<file path="src/common/udma_i2c_settings.svh">
`ifndef UDMA_I2C_SETTINGS_SVH
`define UDMA_I2C_SETTINGS_SVH

// Datapath widths
`define L2_AWIDTH_NOAL 12
`define TRANS_SIZE     16

// Register map of the configuration bus
`define REG_RX_SADDR 5'd0
`define REG_RX_SIZE  5'd1
`define REG_RX_CFG   5'd2
`define REG_TX_SADDR 5'd4
`define REG_TX_SIZE  5'd5
`define REG_TX_CFG   5'd6
`define REG_STATUS   5'd8
`define REG_SETUP    5'd9

`define I2C_CLKDIV 4 // Clocks per half SCL period

`endif

</file>
<file path="src/common/udma_i2c_pkg.sv">
`include "udma_i2c_settings.svh"

package udma_i2c_pkg;

	// ----------------------------------------------------------
	// Scalar types
	// ----------------------------------------------------------
	typedef logic [`L2_AWIDTH_NOAL-1:0] l2_addr_t;
	typedef logic [`TRANS_SIZE-1:0]     trans_size_t;
	typedef logic [4:0]                 cfg_addr_t;
	typedef logic [31:0]                cfg_data_t;
	typedef logic [7:0]                 byte_t;

	// ----------------------------------------------------------
	// Channel and L2 bundles
	// ----------------------------------------------------------
	typedef struct packed {
		l2_addr_t    startaddr;
		trans_size_t size;
		logic        continuous;
		logic        en;  // One cycle pulse
		logic        clr; // One cycle pulse
	} ch_cfg_t;

	typedef struct packed {
		logic        en;
		logic        pending;
		l2_addr_t    curr_addr;
		trans_size_t bytes_left;
	} ch_status_t;

	typedef struct packed {
		logic     req;
		logic     we;
		l2_addr_t addr;
		byte_t    wdata;
	} l2_req_t;

	// Byte shifter FSM
	typedef enum logic [1:0] {
		IDLE,
		LOAD,
		LOW,
		HIGH
	} shift_state_e;

endpackage

</file>
<file path="src/design/udma_i2c_top.sv">
module udma_i2c_top (
	input  logic                    clk_i,
	input  logic                    rstn_i,
	input  udma_i2c_pkg::cfg_data_t cfg_data_i,
	input  udma_i2c_pkg::cfg_addr_t cfg_addr_i,
	input  logic                    cfg_valid_i,
	input  logic                    cfg_rwn_i,
	output udma_i2c_pkg::cfg_data_t cfg_data_o,
	output logic                    cfg_ready_o,
	output udma_i2c_pkg::l2_req_t   l2_tx_req_o,
	input  udma_i2c_pkg::byte_t     l2_tx_rdata_i,
	output udma_i2c_pkg::l2_req_t   l2_rx_req_o,
	output logic                    scl_o,
	output logic                    sda_o,
	input  logic                    sda_i
);

	udma_i2c_pkg::ch_cfg_t    rx_cfg;
	udma_i2c_pkg::ch_cfg_t    tx_cfg;
	udma_i2c_pkg::ch_status_t rx_status;
	udma_i2c_pkg::ch_status_t tx_status;

	logic                do_rst;
	logic                busy;
	logic                al;
	logic                byte_req;
	logic                tx_fetch;
	logic                tx_rd_valid_q;
	logic                rx_valid;
	logic                rx_beat;
	udma_i2c_pkg::byte_t rx_byte;

	// ----------------------------------------------------------
	// L2 ports
	// ----------------------------------------------------------
	// One fetch per idle period since the shifter leaves IDLE on the returned byte
	assign tx_fetch = byte_req && tx_status.en && !tx_rd_valid_q;
	assign rx_beat  = rx_valid && rx_status.en; // Bytes are dropped while rx is off

	assign l2_tx_req_o = '{req: tx_fetch, we: 1'b0, addr: tx_status.curr_addr, wdata: '0};
	assign l2_rx_req_o = '{req: rx_beat, we: 1'b1, addr: rx_status.curr_addr, wdata: rx_byte};

	always_ff @(posedge clk_i or negedge rstn_i) begin
		if (!rstn_i)
			tx_rd_valid_q <= 1'b0;
		else
			tx_rd_valid_q <= tx_fetch; // L2 answers one cycle later
	end

	udma_i2c_reg_if reg_if_i (
		.clk_i         (clk_i),
		.rstn_i        (rstn_i),
		.cfg_data_i    (cfg_data_i),
		.cfg_addr_i    (cfg_addr_i),
		.cfg_valid_i   (cfg_valid_i),
		.cfg_rwn_i     (cfg_rwn_i),
		.cfg_data_o    (cfg_data_o),
		.cfg_ready_o   (cfg_ready_o),
		.rx_cfg_o      (rx_cfg),
		.tx_cfg_o      (tx_cfg),
		.rx_status_i   (rx_status),
		.tx_status_i   (tx_status),
		.do_rst_o      (do_rst),
		.status_busy_i (busy),
		.status_al_i   (al)
	);

	udma_channel rx_ch (
		.clk_i      (clk_i),
		.rstn_i     (rstn_i),
		.cfg_i      (rx_cfg),
		.soft_rst_i (do_rst),
		.beat_i     (rx_beat),
		.status_o   (rx_status)
	);

	udma_channel tx_ch (
		.clk_i      (clk_i),
		.rstn_i     (rstn_i),
		.cfg_i      (tx_cfg),
		.soft_rst_i (do_rst),
		.beat_i     (tx_fetch),
		.status_o   (tx_status)
	);

	i2c_byte_shifter shifter_i (
		.clk_i      (clk_i),
		.rstn_i     (rstn_i),
		.soft_rst_i (do_rst),
		.byte_req_o (byte_req),
		.tx_valid_i (tx_rd_valid_q),
		.tx_byte_i  (l2_tx_rdata_i),
		.scl_o      (scl_o),
		.sda_o      (sda_o),
		.sda_i      (sda_i),
		.rx_valid_o (rx_valid),
		.rx_byte_o  (rx_byte),
		.busy_o     (busy),
		.al_o       (al)
	);

endmodule

</file>
<file path="src/udma_i2c/i2c_byte_shifter.sv">
`include "udma_i2c_settings.svh"

module i2c_byte_shifter (
	input  logic                clk_i,
	input  logic                rstn_i,
	input  logic                soft_rst_i,
	output logic                byte_req_o,
	input  logic                tx_valid_i,
	input  udma_i2c_pkg::byte_t tx_byte_i,
	output logic                scl_o,
	output logic                sda_o,
	input  logic                sda_i,
	output logic                rx_valid_o,
	output udma_i2c_pkg::byte_t rx_byte_o,
	output logic                busy_o,
	output logic                al_o
);

	localparam int unsigned      DIV_W    = $clog2(`I2C_CLKDIV);
	localparam logic [DIV_W-1:0] DIV_LAST = DIV_W'(`I2C_CLKDIV - 1);

	udma_i2c_pkg::shift_state_e state_q;
	logic [DIV_W-1:0]           div_cnt_q;
	logic [2:0]                 bit_cnt_q;
	udma_i2c_pkg::byte_t        tx_shift_q;
	udma_i2c_pkg::byte_t        rx_shift_q;
	logic                       rx_valid_q;
	logic                       al_q;

	logic div_end;
	logic sample;

	assign div_end = (div_cnt_q == DIV_LAST);
	assign sample  = (state_q == udma_i2c_pkg::HIGH) && div_end; // Last clock of SCL high

	assign byte_req_o = (state_q == udma_i2c_pkg::IDLE) && !soft_rst_i;
	assign busy_o     = (state_q != udma_i2c_pkg::IDLE);
	assign scl_o      = (state_q != udma_i2c_pkg::LOW);
	assign sda_o      = (state_q == udma_i2c_pkg::LOW || state_q == udma_i2c_pkg::HIGH) ?
		tx_shift_q[7] : 1'b1;
	assign rx_valid_o = rx_valid_q;
	assign rx_byte_o  = rx_shift_q;
	assign al_o       = al_q;

	// ----------------------------------------------------------
	// Bit sequencing FSM
	// ----------------------------------------------------------
	always_ff @(posedge clk_i or negedge rstn_i) begin
		if (!rstn_i) begin
			state_q    <= udma_i2c_pkg::IDLE;
			div_cnt_q  <= '0;
			bit_cnt_q  <= '0;
			rx_valid_q <= 1'b0;
			al_q       <= 1'b0;
		end else if (soft_rst_i) begin
			state_q    <= udma_i2c_pkg::IDLE;
			div_cnt_q  <= '0;
			bit_cnt_q  <= '0;
			rx_valid_q <= 1'b0;
			al_q       <= 1'b0;
		end else begin
			rx_valid_q <= 1'b0;
			al_q       <= 1'b0;
			case (state_q)
				udma_i2c_pkg::IDLE: begin
					if (tx_valid_i)
						state_q <= udma_i2c_pkg::LOAD;
				end
				udma_i2c_pkg::LOAD: begin
					div_cnt_q <= '0;
					bit_cnt_q <= '0;
					state_q   <= udma_i2c_pkg::LOW;
				end
				udma_i2c_pkg::LOW: begin
					div_cnt_q <= div_end ? '0 : div_cnt_q + 1'b1;
					if (div_end)
						state_q <= udma_i2c_pkg::HIGH;
				end
				udma_i2c_pkg::HIGH: begin
					div_cnt_q <= div_end ? '0 : div_cnt_q + 1'b1;
					if (div_end) begin
						al_q      <= tx_shift_q[7] & ~sda_i; // Released the line but someone holds it low
						bit_cnt_q <= bit_cnt_q + 1'b1;
						if (bit_cnt_q == 3'd7) begin
							state_q    <= udma_i2c_pkg::IDLE;
							rx_valid_q <= 1'b1;
						end else begin
							state_q <= udma_i2c_pkg::LOW;
						end
					end
				end
				default: state_q <= udma_i2c_pkg::IDLE;
			endcase
		end
	end

	// Data shift registers
	always_ff @(posedge clk_i) begin
		if (state_q == udma_i2c_pkg::IDLE && tx_valid_i)
			tx_shift_q <= tx_byte_i;
		else if (sample)
			tx_shift_q <= {tx_shift_q[6:0], 1'b1};
		if (sample)
			rx_shift_q <= {rx_shift_q[6:0], sda_i}; // MSB arrives first
	end

endmodule

</file>
<file path="src/udma_i2c/udma_channel.sv">
module udma_channel (
	input  logic                     clk_i,
	input  logic                     rstn_i,
	input  udma_i2c_pkg::ch_cfg_t    cfg_i,
	input  logic                     soft_rst_i,
	input  logic                     beat_i,
	output udma_i2c_pkg::ch_status_t status_o
);

	logic                      en_q;
	logic                      pending_q;
	udma_i2c_pkg::l2_addr_t    curr_addr_q;
	udma_i2c_pkg::trans_size_t bytes_left_q;

	logic last_beat;
	logic reload;
	logic start;

	assign last_beat = en_q && beat_i &&
		(bytes_left_q == udma_i2c_pkg::trans_size_t'(1));

	// A finished transfer restarts when one is queued or the channel loops
	assign reload = last_beat && (pending_q || cfg_i.en || cfg_i.continuous);

	assign start = (!en_q && cfg_i.en) || reload;

	assign status_o.en         = en_q;
	assign status_o.pending    = pending_q;
	assign status_o.curr_addr  = curr_addr_q;
	assign status_o.bytes_left = bytes_left_q;

	// ----------------------------------------------------------
	// Address and byte counter
	// ----------------------------------------------------------
	always_ff @(posedge clk_i or negedge rstn_i) begin
		if (!rstn_i) begin
			en_q         <= 1'b0;
			pending_q    <= 1'b0;
			curr_addr_q  <= '0;
			bytes_left_q <= '0;
		end else if (soft_rst_i) begin
			en_q         <= 1'b0;
			pending_q    <= 1'b0;
			curr_addr_q  <= '0;
			bytes_left_q <= '0;
		end else if (cfg_i.clr) begin
			en_q      <= 1'b0; // Stops at once and drops any queued start
			pending_q <= 1'b0;
		end else if (start) begin
			curr_addr_q  <= cfg_i.startaddr;
			bytes_left_q <= cfg_i.size;
			en_q         <= (cfg_i.size != '0);
			pending_q    <= 1'b0;
		end else if (en_q) begin
			if (beat_i) begin
				curr_addr_q  <= curr_addr_q + 1'b1;
				bytes_left_q <= bytes_left_q - 1'b1;
				if (last_beat)
					en_q <= 1'b0;
			end
			if (cfg_i.en)
				pending_q <= 1'b1; // Runs when the current transfer ends
		end
	end

endmodule

</file>
<file path="src/udma_i2c/udma_i2c_reg_if.sv">
`include "udma_i2c_settings.svh"

module udma_i2c_reg_if (
	input  logic                     clk_i,
	input  logic                     rstn_i,
	input  udma_i2c_pkg::cfg_data_t  cfg_data_i,
	input  udma_i2c_pkg::cfg_addr_t  cfg_addr_i,
	input  logic                     cfg_valid_i,
	input  logic                     cfg_rwn_i,
	output udma_i2c_pkg::cfg_data_t  cfg_data_o,
	output logic                     cfg_ready_o,
	output udma_i2c_pkg::ch_cfg_t    rx_cfg_o,
	output udma_i2c_pkg::ch_cfg_t    tx_cfg_o,
	input  udma_i2c_pkg::ch_status_t rx_status_i,
	input  udma_i2c_pkg::ch_status_t tx_status_i,
	output logic                     do_rst_o,
	input  logic                     status_busy_i,
	input  logic                     status_al_i
);

	udma_i2c_pkg::ch_cfg_t rx_cfg_q;
	udma_i2c_pkg::ch_cfg_t tx_cfg_q;
	logic                  do_rst_q;
	logic                  busy_q;
	logic                  al_q;

	// Set by a SADDR or SIZE write and cleared when the channel is started
	logic rx_saddr_wr_q;
	logic rx_size_wr_q;
	logic tx_saddr_wr_q;
	logic tx_size_wr_q;

	logic wr_en;
	logic rd_en;

	udma_i2c_pkg::l2_addr_t    rx_saddr_rd;
	udma_i2c_pkg::trans_size_t rx_size_rd;
	udma_i2c_pkg::l2_addr_t    tx_saddr_rd;
	udma_i2c_pkg::trans_size_t tx_size_rd;

	assign wr_en = cfg_valid_i & ~cfg_rwn_i;
	assign rd_en = cfg_valid_i & cfg_rwn_i;

	assign rx_cfg_o    = rx_cfg_q;
	assign tx_cfg_o    = tx_cfg_q;
	assign do_rst_o    = do_rst_q;
	assign cfg_ready_o = 1'b1; // No wait states on this bus

	// ----------------------------------------------------------
	// Register writes and sticky status
	// ----------------------------------------------------------
	always_ff @(posedge clk_i or negedge rstn_i) begin
		if (!rstn_i) begin
			rx_cfg_q      <= '0;
			tx_cfg_q      <= '0;
			do_rst_q      <= 1'b0;
			busy_q        <= 1'b0;
			al_q          <= 1'b0;
			rx_saddr_wr_q <= 1'b0;
			rx_size_wr_q  <= 1'b0;
			tx_saddr_wr_q <= 1'b0;
			tx_size_wr_q  <= 1'b0;
		end else begin
			rx_cfg_q.en  <= 1'b0; // Start and clear last a single cycle
			rx_cfg_q.clr <= 1'b0;
			tx_cfg_q.en  <= 1'b0;
			tx_cfg_q.clr <= 1'b0;

			if (wr_en) begin
				case (cfg_addr_i)
					`REG_RX_SADDR: begin
						rx_cfg_q.startaddr <= cfg_data_i[`L2_AWIDTH_NOAL-1:0];
						rx_saddr_wr_q      <= 1'b1;
					end
					`REG_RX_SIZE: begin
						rx_cfg_q.size <= cfg_data_i[`TRANS_SIZE-1:0];
						rx_size_wr_q  <= 1'b1;
					end
					`REG_RX_CFG: begin
						rx_cfg_q.clr        <= cfg_data_i[5];
						rx_cfg_q.en         <= cfg_data_i[4];
						rx_cfg_q.continuous <= cfg_data_i[0];
						if (cfg_data_i[4]) begin
							rx_saddr_wr_q <= 1'b0;
							rx_size_wr_q  <= 1'b0;
						end
					end
					`REG_TX_SADDR: begin
						tx_cfg_q.startaddr <= cfg_data_i[`L2_AWIDTH_NOAL-1:0];
						tx_saddr_wr_q      <= 1'b1;
					end
					`REG_TX_SIZE: begin
						tx_cfg_q.size <= cfg_data_i[`TRANS_SIZE-1:0];
						tx_size_wr_q  <= 1'b1;
					end
					`REG_TX_CFG: begin
						tx_cfg_q.clr        <= cfg_data_i[5];
						tx_cfg_q.en         <= cfg_data_i[4];
						tx_cfg_q.continuous <= cfg_data_i[0];
						if (cfg_data_i[4]) begin
							tx_saddr_wr_q <= 1'b0;
							tx_size_wr_q  <= 1'b0;
						end
					end
					`REG_SETUP: do_rst_q <= cfg_data_i[0];
					default: ;
				endcase
			end

			if (rd_en && (cfg_addr_i == `REG_STATUS)) begin // Read clears both flags
				busy_q <= 1'b0;
				al_q   <= 1'b0;
			end else begin
				if (status_busy_i)
					busy_q <= 1'b1;
				if (status_al_i)
					al_q <= 1'b1;
			end
		end
	end

	// ----------------------------------------------------------
	// Readback
	// ----------------------------------------------------------
	// An idle channel shows freshly written values until it is started
	assign rx_saddr_rd = (rx_saddr_wr_q && !rx_status_i.en) ?
		rx_cfg_q.startaddr : rx_status_i.curr_addr;
	assign rx_size_rd  = (rx_size_wr_q && !rx_status_i.en) ?
		rx_cfg_q.size : rx_status_i.bytes_left;
	assign tx_saddr_rd = (tx_saddr_wr_q && !tx_status_i.en) ?
		tx_cfg_q.startaddr : tx_status_i.curr_addr;
	assign tx_size_rd  = (tx_size_wr_q && !tx_status_i.en) ?
		tx_cfg_q.size : tx_status_i.bytes_left;

	always_comb begin
		cfg_data_o = '0;
		if (rd_en) begin
			case (cfg_addr_i)
				`REG_RX_SADDR: cfg_data_o[`L2_AWIDTH_NOAL-1:0] = rx_saddr_rd;
				`REG_RX_SIZE:  cfg_data_o[`TRANS_SIZE-1:0]     = rx_size_rd;
				`REG_RX_CFG: begin
					cfg_data_o[5] = rx_status_i.pending;
					cfg_data_o[4] = rx_status_i.en;
					cfg_data_o[0] = rx_cfg_q.continuous;
				end
				`REG_TX_SADDR: cfg_data_o[`L2_AWIDTH_NOAL-1:0] = tx_saddr_rd;
				`REG_TX_SIZE:  cfg_data_o[`TRANS_SIZE-1:0]     = tx_size_rd;
				`REG_TX_CFG: begin
					cfg_data_o[5] = tx_status_i.pending;
					cfg_data_o[4] = tx_status_i.en;
					cfg_data_o[0] = tx_cfg_q.continuous;
				end
				`REG_STATUS: begin
					cfg_data_o[1] = al_q;
					cfg_data_o[0] = busy_q;
				end
				`REG_SETUP: cfg_data_o[0] = do_rst_q;
				default: cfg_data_o = '0;
			endcase
		end
	end

endmodule

</file>
<file path="config.mk">
export PLATFORM = sky130hd
export DESIGN_NAME = udma_i2c_top
export DESIGN_NICKNAME = d
export VERILOG_FILES = /design/src/common/udma_i2c_pkg.sv /design/src/design/udma_i2c_top.sv /design/src/udma_i2c/i2c_byte_shifter.sv /design/src/udma_i2c/udma_channel.sv /design/src/udma_i2c/udma_i2c_reg_if.sv
export VERILOG_INCLUDE_DIRS = /design/src /design/src/common
export SDC_FILE = /design/constraint.sdc
export NUM_CORES = 1
export LEC_CHECK = 0
export ABC_AREA = 1
export BUFFER_PORTS_ARGS = -buffer_cell sky130_fd_sc_hd__buf_4
export CAP_MARGIN = 20
export CORE_MARGIN = 1.5
export CORE_UTILIZATION = 25
export CTS_CLUSTER_DIAMETER = 30
export DETAILED_ROUTE_END_ITERATION = 10
export PLACE_DENSITY = 0.51
export SYNTH_ARGS = -nofsm -noshare
export SYNTH_HDL_FRONTEND = slang
export SYNTH_SLANG_ARGS = --single-unit
</file>
<file path="constraint.sdc">
create_clock -name clk_i -period 5.6 [get_ports clk_i]
set_input_delay 1.12 -clock clk_i [delete_from_list [all_inputs] [get_ports clk_i]]
set_output_delay 1.12 -clock clk_i [all_outputs]
set_load 0.02 [all_outputs]
</file>
==> summary.txt <==
Hold buffers post-CTS = 0
Placed wire-length estimate = 22.9 mm
Combinational Power Share = 31.2%
Multi-input logic area = 4630 um^2
Row cnt = 72
Switching Share = 38.0%
WL final = 30.8 mm
Initial DRC count = 634
Ys async rst share = 89.7%
Final hold violation count = 0
Cell Area, Synth = 9770 um^2
FMAX = 245 MHz
First-pass GRT wire length = 48.9 mm
Headroom to the max-slew limit = 35.5%
Primary FF master, synth = dfrtp_1
Cell chain of the critical path = inv_1 > nand2_1 > inv_1 > o21ai_0 > a21oi_1 > nor2_1 > a21oi_1 > buf_4
Clock buffer depth = 2
Via Count = 8639
Initial antenna violation count = 1
Routed WL per cell = 16.3 um
Slew @ Worst Pin = 965 ps
Post-synth EDFFs = 16
Setup tns final = 0 ps
IO buf count = 85
Die span in y = 201 um
Yosys warns = 0
Max-slew violations = 0
Gr ovfl total = 0
Clock network power share = 29.9%
Filler cell count in the final layout = 4245
Post-route DRC = 0
Pin count of the biggest net entering global routing = 96
DR vias/cell = 4.56
Number of global-route vias before repair = 8262
Req. time, crit path = 4480 ps
Commonest cells after routing, fill and taps aside = nand2_1, inv_1, dfrtp_1
Post-Syn Instances = 1326
Yosys reg bits = 155
Post-layout min period = 4080 ps
Max cap viols = 0
RSZ-0062 raised after global routing = no
Slowest cell delay on critical path = 550 ps
CTS clock-pin slew for the worst setup and hold paths = 70 ps
Commonest non-fill, non-tap cell in the layout = nand2_1
Clock Sinks = 155
Worst Hold Class = flop to flop
Worst-skew pair later-pin latency = 430 ps
RePlAce Congestion = 0.861
Die area = 40300 um^2
Total GRT Usage = 15.6%
Seq pwr share = 38.9%
CTS tree = yes
FF/Latch Area = 3960 um^2
Root buffer cell = clkbuf_16
CORE AREA = 38600 um^2
Area Growth Syn to Fin = 14.0%
Util after Layout = 28.9%
Layout cells sized above 1 = 12.6%
IO Pins = 129
Crit Path Max Fanout = 26
Setup violations, final = 0
Tcrit/Tclk final = 72.9%
Chip width = 201 um
Critical Path Start Type = flop
Nets = 1423
Worst Hold Launch = shifter_i.rx_byte_o[3]
Worst-case vdd ir drop = 0.221 mV
Syn_area_per_cell = 7.37 um^2
Routed Antenna Nets = 0
P_leak = 5.40 nW
CP arrival = 2960 ps
Count of unique library cells instantiated by Yosys = 42
Number of post-CTS setup repair buffers = 0
CP Capture Type = output pin
TritonRoute pass-1 iters = 5
H-tree levels = 4
PostCTS Resize Cnt = 0
P_sw = 1.52 mW
Outcome = finished clean
Power Density = 360 nW/um^2
Seq/Total Area, Yosys = 40.5%
Worst Skew = 9.86 ps
Cell Int Power = 2.48 mW
Crit path from = tx_ch.en_q
Critical-path top delay cell = nand2_1
ANT cells = 0
Num CTS Buffers = 17
CP Class = flop to output pin
Initial Util = 25.3%
Reg2reg start = tx_ch.en_q
[critical path: cells and delay by family, from the launching register on]
kind	cells	cell delay (ps)
flip-flops	1	360
buffers and inverters	3	840
AO/OA/AOI/OAI	3	660
AND/OR/NAND/NOR	2	670
[synth_stat cells, types with 16 or more instances]
cell | instances | area, um^2
buf_2 | 17 | 85.1
nor2_1 | 92 | 345
edfxtp_1 | 16 | 480
a21oi_1 | 29 | 145
dfrtp_1 | 139 | 3480
nor3_1 | 16 | 80.1
o211ai_1 | 26 | 195
nand2_1 | 405 | 1520
o21ai_0 | 98 | 490
inv_1 | 146 | 548
nand4_1 | 20 | 125
xor2_1 | 25 | 219
buf_4 | 60 | 450
nand3_2 | 18 | 180
nand3_1 | 106 | 531
[layout make-up]
cell class	instances	area share, %
Clock buffer	20	4.20
Sequential cell	155	35.5
Inverter	152	5.14
Timing Repair Buffer	94	6.53
Multi-Input combinational cell	944	41.5
Tap cell	518	5.82
Clock inverter	12	1.24
[layer usage]
| layer | vias up | share of wire, % | global-route usage (%) | wire [um] |
|---|---|---|---|---|
| met3 | 27 | 3.7 | 2.24 | 1150 |
| met1 | 4112 | 47 | 21.5 | 14600 |
| li1 | 4285 | - | - | - |
| met2 | 215 | 48 | 25.7 | 14700 |
| met5 | - | 0 | 0 | 0 |
| met4 | 0 | 1.4 | 3.46 | 418 |
[logic make-up (layout without fill, tap and decap cells)]
group / count (synthesis) / in the layout / share of synthesized area [%]
buf+inv: 252 / 278 / 13.1
other cells: 2 / 27 / 0.0769
simple gates: 702 / 702 / 32.2
flops: 155 / 155 / 40.5
mux: 1 / 1 / 0.102
xor+xnor: 28 / 28 / 2.51
fa+ha+maj: 9 / 9 / 1.15
compound gates: 177 / 177 / 10.3
[path summary, 6_finish.rpt]
check                                    endpoint  slack, ps  cells past startpoint
min in group asynchronous  shifter_i.bit_cnt_q[1]        800                      1
min                        shifter_i.rx_byte_o[4]        450                      0
max reg2reg                  tx_ch.curr_addr_q[3]       3150                      8
min reg2reg                shifter_i.rx_byte_o[4]        450                      0
max in group asynchronous   reg_if_i.rx_size_wr_q       3590                      2
max                                cfg_data_o[11]       1520                      8
[state kept, by name (all words and copies together) (netlist names), 2 cells and up]
name,flops
shifter_i.tx_shift_q,8
reg_if_i.tx_cfg_o,31
shifter_i.bit_cnt_q,3
reg_if_i.rx_cfg_o,31
rx_ch.bytes_left_q,16
rx_ch.curr_addr_q,12
tx_ch.bytes_left_q,16
tx_ch.curr_addr_q,12
shifter_i.div_cnt_q,2
shifter_i.rx_byte_o,8
shifter_i.state_q,2
[metrics by stage]
step                hold WS [ps]  std cells  total power, mW  cell area, um^2  setup WS (ps)
floorplan                    433       1351             2.49             9860           2260
global placement             432       1861             2.81            10500           1590
detailed placement           433       1861             2.82            10500           1630
CTS                          448       1893             4.03            11100           1550
global route                 474       1895             4.29            11100           1320
finish                       450       1895             4.01            11100           1520
[power by group through the flow]
stage | clock network (mW) | logic [mW] | registers (mW)
final | 1.20 | 1.25 | 1.56
after global placement | 0 | 1.23 | 1.57
after floorplan | 0 | 0.969 | 1.52
after global routing | 1.27 | 1.43 | 1.59
after detailed placement | 0 | 1.25 | 1.58
after CTS | 1.22 | 1.25 | 1.56
Power figures use the tool's default switching activity.
